===== src/design/mfpu_cfg.svh =====
// Configuration macros for the vector multiply unit
// Queue depths, multiplier stages, data and address widths

`ifndef MFPU_CFG_SVH
`define MFPU_CFG_SVH

// Lane datapath
`define MFPU_ELEN 64
`define MFPU_STRB 8

// Queue depths
`define MFPU_INSN_DEPTH 4
`define MFPU_RESQ_DEPTH 2

// Pipeline registers inside the multiplier
`define MFPU_MUL_STAGES 2

// Instruction ids, vector length and register file geometry
`define MFPU_NR_VINSN 8
`define MFPU_VL_W 7
`define MFPU_VREG_WORDS 8
`define MFPU_ADDR_W 8

`endif


===== src/design/mfpu_pkg.sv =====
// Types of the vector multiply unit
// Element width and opcode enums, field types, instruction struct

`default_nettype none

`include "mfpu_cfg.svh"

package mfpu_pkg;

  // Element width, encoded as log2 of the byte count
  typedef enum logic [1:0] {
    EW8  = 2'd0,
    EW16 = 2'd1,
    EW32 = 2'd2,
    EW64 = 2'd3
  } vew_e;

  // Operations handled by this unit
  typedef enum logic [2:0] {
    VMUL    = 3'd0,
    VMULH   = 3'd1,
    VMULHU  = 3'd2,
    VMULHSU = 3'd3,
    VMACC   = 3'd4,
    VNMSAC  = 3'd5
  } mul_op_e;

  typedef logic [$clog2(`MFPU_NR_VINSN)-1:0] vid_t;
  typedef logic [4:0]                        vreg_t;
  typedef logic [`MFPU_VL_W-1:0]             vlen_t;
  // Elements in one word, up to ELEN/8
  typedef logic [$clog2(`MFPU_STRB):0]       ecnt_t;

  // One queued vector instruction
  typedef struct packed {
    mul_op_e op;
    vew_e    sew;
    vlen_t   vl;
    vreg_t   vd;
    vid_t    id;
  } vinsn_t;

endpackage

`default_nettype wire


===== src/design/mfpu_beat_if.sv =====
// Beat interface between the pipeline stages
// One 64-bit word with its operands or result and its instruction tag

`timescale 1ns/1ps
`default_nettype none

`include "mfpu_cfg.svh"

interface mfpu_beat_if;

  // Handshake
  logic                          valid;
  logic                          ready;
  // vs1, vs2, vd on the request side
  // Word 0 holds the result on the response side
  logic [2:0][`MFPU_ELEN-1:0]    operand;
  mfpu_pkg::mul_op_e             op;
  mfpu_pkg::vew_e                sew;
  // Tag of the owning instruction
  mfpu_pkg::vid_t                id;
  mfpu_pkg::vreg_t               vd;
  mfpu_pkg::ecnt_t               elem_cnt;
  mfpu_pkg::vlen_t               word_idx;
  logic                          last;

  modport src (
    output valid, operand, op, sew, id, vd, elem_cnt, word_idx, last,
    input  ready
  );

  modport dst (
    input  valid, operand, op, sew, id, vd, elem_cnt, word_idx, last,
    output ready
  );

endinterface

`default_nettype wire


===== src/design/mfpu_commit.sv =====
// Commit stage of the vector multiply unit
// Two-entry result queue, address and byte enable generation,
// register file write request and done pulse

`timescale 1ns/1ps
`default_nettype none

`include "mfpu_cfg.svh"

module mfpu_commit (
  input  logic                         clk_i,
  input  logic                         rst_ni,
  mfpu_beat_if.dst                     in,
  // Register file side
  output logic                         result_req_o,
  output logic [`MFPU_ADDR_W-1:0]      result_addr_o,
  output mfpu_pkg::vid_t               result_id_o,
  output logic [`MFPU_ELEN-1:0]        result_wdata_o,
  output logic [`MFPU_STRB-1:0]        result_be_o,
  input  logic                         result_gnt_i,
  output logic [`MFPU_NR_VINSN-1:0]    vinsn_done_o
);

  localparam int unsigned DEPTH = `MFPU_RESQ_DEPTH;
  localparam int unsigned PW    = (DEPTH > 1) ? $clog2(DEPTH) : 1;
  localparam int unsigned AW    = `MFPU_ADDR_W;
  localparam int unsigned SB    = `MFPU_STRB;

  typedef struct packed {
    mfpu_pkg::vid_t         id;
    logic [AW-1:0]          addr;
    logic [`MFPU_ELEN-1:0]  wdata;
    logic [SB-1:0]          be;
    logic                   last;
  } res_t;

  res_t                   resq_q [DEPTH];
  logic [PW-1:0]          wr_pnt_q;
  logic [PW-1:0]          rd_pnt_q;
  logic [$clog2(DEPTH):0] cnt_q;

  res_t                   entry;
  res_t                   head;
  logic [3:0]             nbytes;
  logic                   push;
  logic                   pop;

  function automatic logic [PW-1:0] bump(input logic [PW-1:0] pnt);
    return (pnt == PW'(DEPTH - 1)) ? '0 : pnt + 1'b1;
  endfunction

  // Accept while a slot is free
  assign in.ready = (cnt_q != ($clog2(DEPTH)+1)'(DEPTH));
  assign push     = in.valid && in.ready;
  assign pop      = result_gnt_i;

  // Bytes written equal element count times element size
  assign nbytes = 4'(in.elem_cnt << in.sew);

  assign entry.id    = in.id;
  // Words of one register are contiguous
  assign entry.addr  = AW'(in.vd) * AW'(`MFPU_VREG_WORDS) + AW'(in.word_idx);
  assign entry.wdata = in.operand[0];
  assign entry.be    = ~({SB{1'b1}} << nbytes);
  assign entry.last  = in.last;

  // Register file request from the oldest entry
  assign head           = resq_q[rd_pnt_q];
  assign result_req_o   = (cnt_q != '0);
  assign result_addr_o  = head.addr;
  assign result_id_o    = head.id;
  assign result_wdata_o = head.wdata;
  assign result_be_o    = head.be;

  // Done pulse on the grant of the final word
  always_comb begin
    vinsn_done_o = '0;
    if (pop && head.last) begin
      vinsn_done_o[head.id] = 1'b1;
    end
  end

  always_ff @(posedge clk_i) begin
    if (push) begin
      resq_q[wr_pnt_q] <= entry;
    end
  end

  always_ff @(posedge clk_i or negedge rst_ni) begin
    if (!rst_ni) begin
      wr_pnt_q <= '0;
      rd_pnt_q <= '0;
      cnt_q    <= '0;
    end else begin
      if (push) begin
        wr_pnt_q <= bump(wr_pnt_q);
      end
      if (pop) begin
        rd_pnt_q <= bump(rd_pnt_q);
      end
      case ({push, pop})
        2'b10:   cnt_q <= cnt_q + 1'b1;
        2'b01:   cnt_q <= cnt_q - 1'b1;
        default: cnt_q <= cnt_q;
      endcase
    end
  end

  // Register file only grants a pending request
  a_gnt_with_req: assert property (@(posedge clk_i) disable iff (!rst_ni)
    result_gnt_i |-> result_req_o)
    else $error("result grant without request");

endmodule

`default_nettype wire


===== src/flat_wrapper.sv =====
// flat-port wrapper written by rule: the top's interface ports become plain ports
module mfpu_commit_flat 
  (clk_i, rst_ni, result_req_o, result_addr_o, result_id_o, result_wdata_o, result_be_o, result_gnt_i, vinsn_done_o, in_valid, in_operand, in_op, in_sew, in_id, in_vd, in_elem_cnt, in_word_idx, in_last, in_ready);
  mfpu_beat_if in_i ();
  input  logic clk_i;
  input  logic rst_ni;
  output logic result_req_o;
  output logic [`MFPU_ADDR_W-1:0] result_addr_o;
  output mfpu_pkg::vid_t result_id_o;
  output logic [`MFPU_ELEN-1:0] result_wdata_o;
  output logic [`MFPU_STRB-1:0] result_be_o;
  input  logic result_gnt_i;
  output logic [`MFPU_NR_VINSN-1:0] vinsn_done_o;
  input wire logic [$bits(in_i.valid)-1:0] in_valid;
  input wire logic [$bits(in_i.operand)-1:0] in_operand;
  input wire logic [$bits(in_i.op)-1:0] in_op;
  input wire logic [$bits(in_i.sew)-1:0] in_sew;
  input wire logic [$bits(in_i.id)-1:0] in_id;
  input wire logic [$bits(in_i.vd)-1:0] in_vd;
  input wire logic [$bits(in_i.elem_cnt)-1:0] in_elem_cnt;
  input wire logic [$bits(in_i.word_idx)-1:0] in_word_idx;
  input wire logic [$bits(in_i.last)-1:0] in_last;
  output wire logic [$bits(in_i.ready)-1:0] in_ready;
  assign in_i.valid = in_valid;
  assign in_i.operand = in_operand;
  assign in_i.op = in_op;
  assign in_i.sew = in_sew;
  assign in_i.id = in_id;
  assign in_i.vd = in_vd;
  assign in_i.elem_cnt = in_elem_cnt;
  assign in_i.word_idx = in_word_idx;
  assign in_i.last = in_last;
  assign in_ready = in_i.ready;
  mfpu_commit u_core (.clk_i(clk_i), .rst_ni(rst_ni), .in(in_i), .result_req_o(result_req_o), .result_addr_o(result_addr_o), .result_id_o(result_id_o), .result_wdata_o(result_wdata_o), .result_be_o(result_be_o), .result_gnt_i(result_gnt_i), .vinsn_done_o(vinsn_done_o));
endmodule

===== config.mk =====
export PLATFORM = sky130hd
export DESIGN_NAME = mfpu_commit_flat
export DESIGN_NICKNAME = d
export VERILOG_FILES = /design/src/design/mfpu_pkg.sv /design/src/design/mfpu_beat_if.sv /design/src/design/mfpu_commit.sv /design/src/flat_wrapper.sv
export VERILOG_INCLUDE_DIRS = /design/src /design/src/design
export SDC_FILE = /design/constraint.sdc
export NUM_CORES = 1
export LEC_CHECK = 0
export BUFFER_PORTS_ARGS = -buffer_cell sky130_fd_sc_hd__clkbuf_2
export CELL_PAD_IN_SITES_DETAIL_PLACEMENT = 0
export CELL_PAD_IN_SITES_GLOBAL_PLACEMENT = 1
export CORE_MARGIN = 2
export CORE_UTILIZATION = 37
export CTS_BUF_LIST = sky130_fd_sc_hd__clkbuf_16
export DETAILED_ROUTE_END_ITERATION = 8
export GPL_TIMING_DRIVEN = 0
export HOLD_SLACK_MARGIN = 0.08
export PLACE_DENSITY_LB_ADDON = 0.1
export SYNTH_ARGS = -nofsm -noshare
export SYNTH_HDL_FRONTEND = slang
export SYNTH_SLANG_ARGS = --single-unit
export TNS_END_PERCENT = 5

===== constraint.sdc =====
create_clock -name clk_i -period 5.7 [get_ports clk_i]
set_input_delay 0.57 -clock clk_i [delete_from_list [all_inputs] [get_ports clk_i]]
set_output_delay 0.57 -clock clk_i [all_outputs]
set_load 0.01 [all_outputs]

==> metrics.md, run 1 <==
| Metric | Value |
|---|---|
| Register area share after synthesis | 77.3% |
| Grt total ovfl | 0 |
| Crit Path Class | reg -> out |
| FMAX | 0.389 GHz |
| Clock slew at reported path FFs | 0.07 ns |
| FP Rows | 49 |
| Top_reg_cell synth | edfxtp_1 |
| Worst-Skew Late Latency | 0.42 ns |
| Area grow syn2layout | 29.5% |
| CTS tree | done |
| Core area | 17,800 um2 |
| RSZ-0062 raised after global routing | false |
| Outcome | complete, no violations |
| DR iter-0 viols | 123 |
| Mean Syn Cell Area | 19.5 um2 |
| Total track usage | 14.2% |
| Die ar. | 19,100 um2 |
| Lkg Pwr | 3.31 nW |
| EDFF count, synth | 168 |
| WP data arrival | 2.00 ns |
| Top cells by area, synth | edfxtp_1 76%, mux2_2 14%, dfrtp_1 1.5% |
| Synth Instances | 341 |
| Final number of setup-violating endpoints | 0 |
| Top-area cell type share of the netlist area | 75.8% |
| First-pass GRT wire length | 20,800 um |
| Slew headroom | 56.0% |
| Total of max-cap violations | 0 |
| Hold crit path type | in -> reg |
| Largest net degree at the start of global routing | 54 |
| DRT Pass-1 Iters | 4 |
| Post-DP HPWL | 9290 um |
| Initial core utilization | 37.4% |
| Utilization after layout | 48.5% |
| Critical Path RT | 5.13 ns |
| Final hold vios | 0 |
| Post-synthesis async set-or-reset flop share | 2.33% |
| NumNets Final | 773 |
| Root Buffer | clkbuf_16 |
| Cell taking the most area after synthesis | edfxtp_1 |
| IO buf count | 180 |
| DRC Markers | 0 |
| Die height | 138 um |
| Htree depth | 4 |
| Slew @ Worst Pin | 0.653 ns |
| CTS Buf Count | 17 |
| Fin Clk Skew | 0.00568 ns |
| Share of post-route cells with drive strength above 1 | 56.4% |
| CTS Sinks | 172 |
| Final wirelength | 13,200 um |
| Yosys reg bits | 172 |
| Worst vdd ir | 0.218 mV |
| Horiz. Die Dim | 138 um |
| Initial antenna violation count | 1 |
| Max FO, Critical Path | 10 |
| Vias in the first global route | 3,893 |
| CP startpoint kind | flip-flop |
| Mapped Area | 6650 um2 |
| Final antenna-violating net count | 0 |
| Setup crit end kind | output port |
| Synth cell types | 36 |
| Cells after DPL | 755 |
| Via density | 4.68 |
| Syn. warnings | 0 |
| DR vias | 3,689 |
| Max Root-Sink Buffers | 2 |
| Power Density | 503 nW/um2 |
| Fin crit period | 2.57 ns |
| Post-CTS sizing | 0 |
| Post-DR wirelength/cell | 16.7 um |
| GPL Wtd Cong | 0.768 |
| Top Ports | 314 |
| Final Max Slew Viols | 0 |
| Non-filler cells in the finished layout | 789 |
| Final period util | 45.1% |
| Total power | 4.33 mW |
| Syn nets | 568 |
-- synth_stat cells, types with 3 or more instances --
library cell    n
edfxtp_1      168
xnor2_1         5
xor2_1          3
dfrtp_1         4
nand2_1         8
buf_2           4
ha_1            5
nor2_1         14
mux2_2         82
buf_4           6
inv_1           7
-- state kept, by name, indices dropped and copies added, names as in the netlist --
signal	count
u_core.wr_pnt_q	1
u_core.resq_q	168
u_core.cnt_q	2
u_core.rd_pnt_q	1
-- stage by stage --
| step | setup slack [ns] | area [um2] | setup TNS, ns | hold WS [ns] |
|---|---|---|---|---|
| 2_1_floorplan | 0.966 | 6650 | 0 | 0.274 |
| 3_3_place_gp | -1.45 | 7840 | -121.35 | 0.382 |
| 3_5_place_dp | 3.59 | 7990 | 0 | 0.389 |
| 4_1_cts | 3.10 | 8610 | 0 | 0.317 |
| 5_1_grt | 2.96 | 8610 | 0 | 0.313 |
| 6_report | 3.13 | 8610 | 0 | 0.334 |
-- repair_timing --
item,CTS,global route
buffers inserted,0,0
endpoints found under the hold margin,4,0
hold buffers,1,0
-- worst paths after layout --
path	slack (ns)	cells past startpoint	to	start
max	3.13	6	vinsn_done_o[4]	u_core.rd_pnt_q$_DFFE_PN0P_
min	0.33	1	u_core.resq_q[0][72]$_DFFE_PP_	in_operand[63]
max reg2reg	3.80	5	u_core.resq_q[0][60]$_DFFE_PP_	u_core.cnt_q[0]$_DFFE_PN0P_
min reg2reg	0.50	1	u_core.cnt_q[1]$_DFFE_PN0P_	u_core.cnt_q[1]$_DFFE_PN0P_
max in group asynchronous	5.04	2	u_core.cnt_q[0]$_DFFE_PN0P_	rst_ni
min in group asynchronous	0.52	2	u_core.rd_pnt_q$_DFFE_PN0P_	rst_ni
-- cell type report --
type,count,area (um2)
fill,1585,9170
sequential,172,5140
multi-input combinational,150,1410
timing repair buffer,186,1050
clock buffer,17,425
tap,229,287
clock inverter,15,186
buffer,12,80.1
inverter,7,26.3
antenna,1,2.50
-- layer usage --
metal | vias to the layer above | GRT usage [%] | share of wire (%)
li1 | 1743 | - | -
met1 | 1785 | 18.3 | 45
met2 | 145 | 20.5 | 43
met3 | 16 | 7.34 | 10
met4 | 0 | 5.26 | 1.4
met5 | - | 0 | 0
-- critical path, cell delays in order, from the launching register on --
cell and delay, ns:
dfrtp_1 0.33, buf_2 0.16, buf_4 0.22, nor3b_1 0.07, o21ai_0 0.53, nor2_1 0.12
clkbuf_2 0.15
-- placed cells by master, fill, tap and decap left out, types with 4 or more instances in the layout --
cell        count
buf_16          5
buf_2           4
buf_4           6
clkbuf_16      17
clkbuf_2      180
clkinvlp_4      4
dfrtp_1         4
edfxtp_1      168
ha_1            5
inv_1           7
inv_6           4
mux2_2         82
nand2_1         8
nor2_1         13
xnor2_1         5
-- logic make-up (layout without fill, tap and decap cells) --
family                   after synthesis  after routing  share of synthesized area [%]
buffers and inverters                 19            237                           1.60
multiplexers                          85             85                           14.5
AO/OA/AOI/OAI                         13             13                           1.37
XOR/XNOR                               8              8                           1.05
flip-flops                           172            172                           77.3
other                                  0              1                              0
AND/OR/NAND/NOR                       38             38                           2.88
adder cells (fa/ha/maj)                6              6                           1.24
-- power breakdown --
part           total [mW]  switching (mW)  internal [mW]  leakage (nW)
clock                1.18           0.484          0.696         0.287
combinational        1.36           0.739          0.619          1.42
sequential           1.79          0.0636           1.73          1.60
total                4.33            1.29           3.05          3.31
Power figures use the tool's default switching activity.
==> run 2: changes to the inputs <==
- ABC_AREA: not set -> 1
- CORE_UTILIZATION: 37 -> 35
- clock period: 5.7 -> 2.6 ns (I/O delays scaled with it)
==> run 2 against run 1 <==
Cell area grew 7.9%. Core utilization rose by 1.2 points. Worst hold slack lost 0.22 ns. Clock skew rose by 0.0046 ns. Sequential power rose by 120%. Worst setup slack lost 2.6 ns. Wire length is 18% higher. Critical path type is now reg -> reg. Critical path depth fell by 1. Non-clock buffer count increased by 79.
==> metrics.md, run 2 <==
| Metric | Value |
|---|---|
| Switching portion of total power | 34.7% |
| Hold slack | 0.110 ns |
| Total track usage | 15.7% |
| Die height | 142 um |
| Clock slew at reported path FFs | 0.06 ns |
| IO buf count | 182 |
| RR Startpoint | u_core.cnt_q[0]$_DFFE_PN0P_ |
| Utilization after layout | 49.7% |
| NumNets Final | 1,042 |
| Slew @ Worst Pin | 0.873 ns |
| EDFF count, synth | 168 |
| Share of post-route cells with drive strength above 1 | 29.0% |
| Grt total ovfl | 0 |
| Fin Setup TNS | 0 ns |
| Post-synthesis async set-or-reset flop share | 2.33% |
| Top cells by area, synth | edfxtp_1 76%, nand2_1 16%, dfrtp_1 1.5% |
| Max Root-Sink Buffers | 2 |
| Worst Path Buf+Inv | 2 |
| CP Cell Sequence | inv_1 > nand2_1 > nand2_1 > nor2_4 > buf_12 |
| Post-DP HPWL | 10,700 um |
| Outcome | complete, no violations |
| RSZ-0062 raised after global routing | false |
| Dpl ws | 0.487 ns |
| GPL Wtd Cong | 0.760 |
| CTS Sinks | 172 |
| Post-CTS sizing | 0 |
| Fill count | 1,695 |
| Register area share after synthesis | 77.2% |
| DR iter-0 viols | 238 |
| Top-area cell type share of the netlist area | 75.7% |
| Commonest non-fill, non-tap cell in the layout | nand2_1 |
| Top Ports | 314 |
| Clock Power Share | 25.8% |
| Top cells by count, synth | 278 x nand2_1, 168 x edfxtp_1, 21 x inv_1 |
| Mean Syn Cell Area | 12.4 um2 |
| Largest net degree at the start of global routing | 31 |
| Fin area | 9290 um2 |
| CP delay by family, top | simple AND/OR/NAND/NOR gates |
| HP Start | in_valid |
| First-pass GRT wire length | 23,800 um |
| WP data arrival | 2.17 ns |
| Hold crit path type | in -> reg |
| Yosys reg bits | 172 |
| Critical Path RT | 2.71 ns |
| Final wirelength | 15,600 um |
| Lkg Pwr | 4.12 nW |
| Cell taking the most area after synthesis | edfxtp_1 |
| Synth Instances | 537 |
| DRC Markers | 0 |
| CP startpoint | u_core.cnt_q[0]$_DFFE_PN0P_ |
| Final Worst Setup Slack | 0.544 ns |
| Final Max Slew Viols | 0 |
| Worst-Skew Late Latency | 0.42 ns |
| Commonest cells after routing, fill and taps aside | 278 x nand2_1, 182 x clkbuf_2, 168 x edfxtp_1 |
| Final hold vios | 0 |
| Reg2Reg Setup Slack | 0.54 ns |
| Max FO, Critical Path | 30 |
| Biggest regs | u_core.resq_q: 168 flops, u_core.cnt_q: 2 flops |
| P_sw | 3.42 mW |
| FMAX | 0.486 GHz |
| Seq pwr share | 39.8% |
| Final antenna-violating net count | 0 |
| Number of antenna diodes | 0 |
| Core area | 18,700 um2 |
| Initial antenna violation count | 0 |
| Final period util | 79.1% |
| Area post-placement | 7960 um2 |
| Syn. warnings | 0 |
| Root Buffer | clkbuf_16 |
| Max reg flops | 168 |
| Synth cell types | 20 |
| Logic pwr share | 34.3% |
| Peak per-stage delay on the critical path | 0.70 ns |
| Mapped Area | 6670 um2 |
| Post-DR wirelength/cell | 14.7 um |
| Worst vdd ir | 0.451 mV |
| Count leader, synth | nand2_1 |
| Worst reg2reg path endpoint | u_core.resq_q[1][20]$_DFFE_PP_ |
| Die ar. | 20,200 um2 |
| Top_reg_cell synth | edfxtp_1 |
| Post-CTS setup buffers | 0 |
| FP Rows | 50 |
| Crit path max-delay cell type | nor2_4 |
| Most flop-heavy register | u_core.resq_q |
| Final number of setup-violating endpoints | 0 |
| Area grow syn2layout | 39.4% |
| CP startpoint kind | flip-flop |
| Vias in the first global route | 4,608 |
| Slew headroom | 41.7% |
| Most common cell on crit path | nand2_1 |
| Total of max-cap violations | 0 |
| CTS Buf Count | 17 |
| Fin crit period | 2.06 ns |
| Power Density | 1060 nW/um2 |
| Setup crit end kind | flip-flop |
| Fin Clk Skew | 0.0103 ns |
| Cell Int Power | 6.45 mW |
| Initial core utilization | 35.6% |
| Hold Crit Endpoint | u_core.wr_pnt_q$_DFFE_PN0P_ |
| Syn nets | 764 |
| CTS tree | done |
| DRT Pass-1 Iters | 4 |
| Horiz. Die Dim | 142 um |
| Via density | 4.38 |
| DR vias | 4,654 |
| Crit Path Class | reg -> reg |
| Hold path depth | 3 |
| Htree depth | 4 |
| Reg2reg path depth | 5 |
[run 2: cell type report]
class | instances | area (um2) | share of cell area [%]
flip-flops and latches | 172 | 5140 | 55.4
plain buffers | 18 | 98.8 | 1.06
inverters | 23 | 86.3 | 0.929
repair buffers | 259 | 1720 | 18.5
well taps | 234 | 293 | 3.15
clock inverters | 15 | 171 | 1.84
multi-input cells | 324 | 1350 | 14.5
clock buffers | 17 | 425 | 4.58
[run 2: logic make-up (layout without fill, tap and decap cells)]
kind of cell,count (synthesis),count (layout),share of synthesized area (%)
AOI/OAI and AO/OA,8,8,0.601
xor gates and xnor gates,6,6,0.788
adders and majority gates,6,6,1.24
buffers and inverters,41,332,2.78
DFF,172,172,77.2
and+or+nand+nor,304,304,17.4
[run 2: worst max-delay path by stage]
stage	endpoint	slack, ns	cells after the start
detailed placement	u_core.resq_q[1][70]$_DFFE_PP_	0.49	5
global route	u_core.resq_q[1][68]$_DFFE_PP_	0.30	5
CTS	u_core.resq_q[1][68]$_DFFE_PP_	0.47	5
floorplan	u_core.resq_q[1][0]$_DFFE_PP_	-0.72	4
global placement	u_core.resq_q[1][70]$_DFFE_PP_	-2.11	4
finish	u_core.resq_q[1][20]$_DFFE_PP_	0.54	5
[run 2: what timing repair did]
action,4_1_cts,5_1_grt
hold endpoints to repair,147,0
hold buffers,73,0
endpoints found under the setup margin,0,0
[run 2: worst min-delay path: cells and delay by family]
family,cells,cell delay [ns]
compound gates,1,0.06
buf+inv,1,0.09
simple gates,1,0.08
[run 2: layer usage]
layer  GRT usage [%]  part of all wire [%]
met1            20.0                    45
met2            25.6                    47
met3            4.81                   6.8
met4            5.26                   1.1
met5               0                     0
[run 2: stage by stage]
step           power [mW]  instances
2_1_floorplan        5.83        537
3_3_place_gp         7.30        953
3_5_place_dp         7.37        957
4_1_cts              10.0       1062
5_1_grt              10.5       1062
6_report             9.87       1062
[run 2: power groups by stage]
stage / clock [mW] / sequential, mW / combinational (mW)
finish: 2.55 / 3.93 / 3.39
global route: 2.73 / 3.98 / 3.79
CTS: 2.63 / 3.93 / 3.49
detailed placement: 0 / 3.99 / 3.38
global placement: 0 / 4.06 / 3.24
floorplan: 0 / 4.00 / 1.83
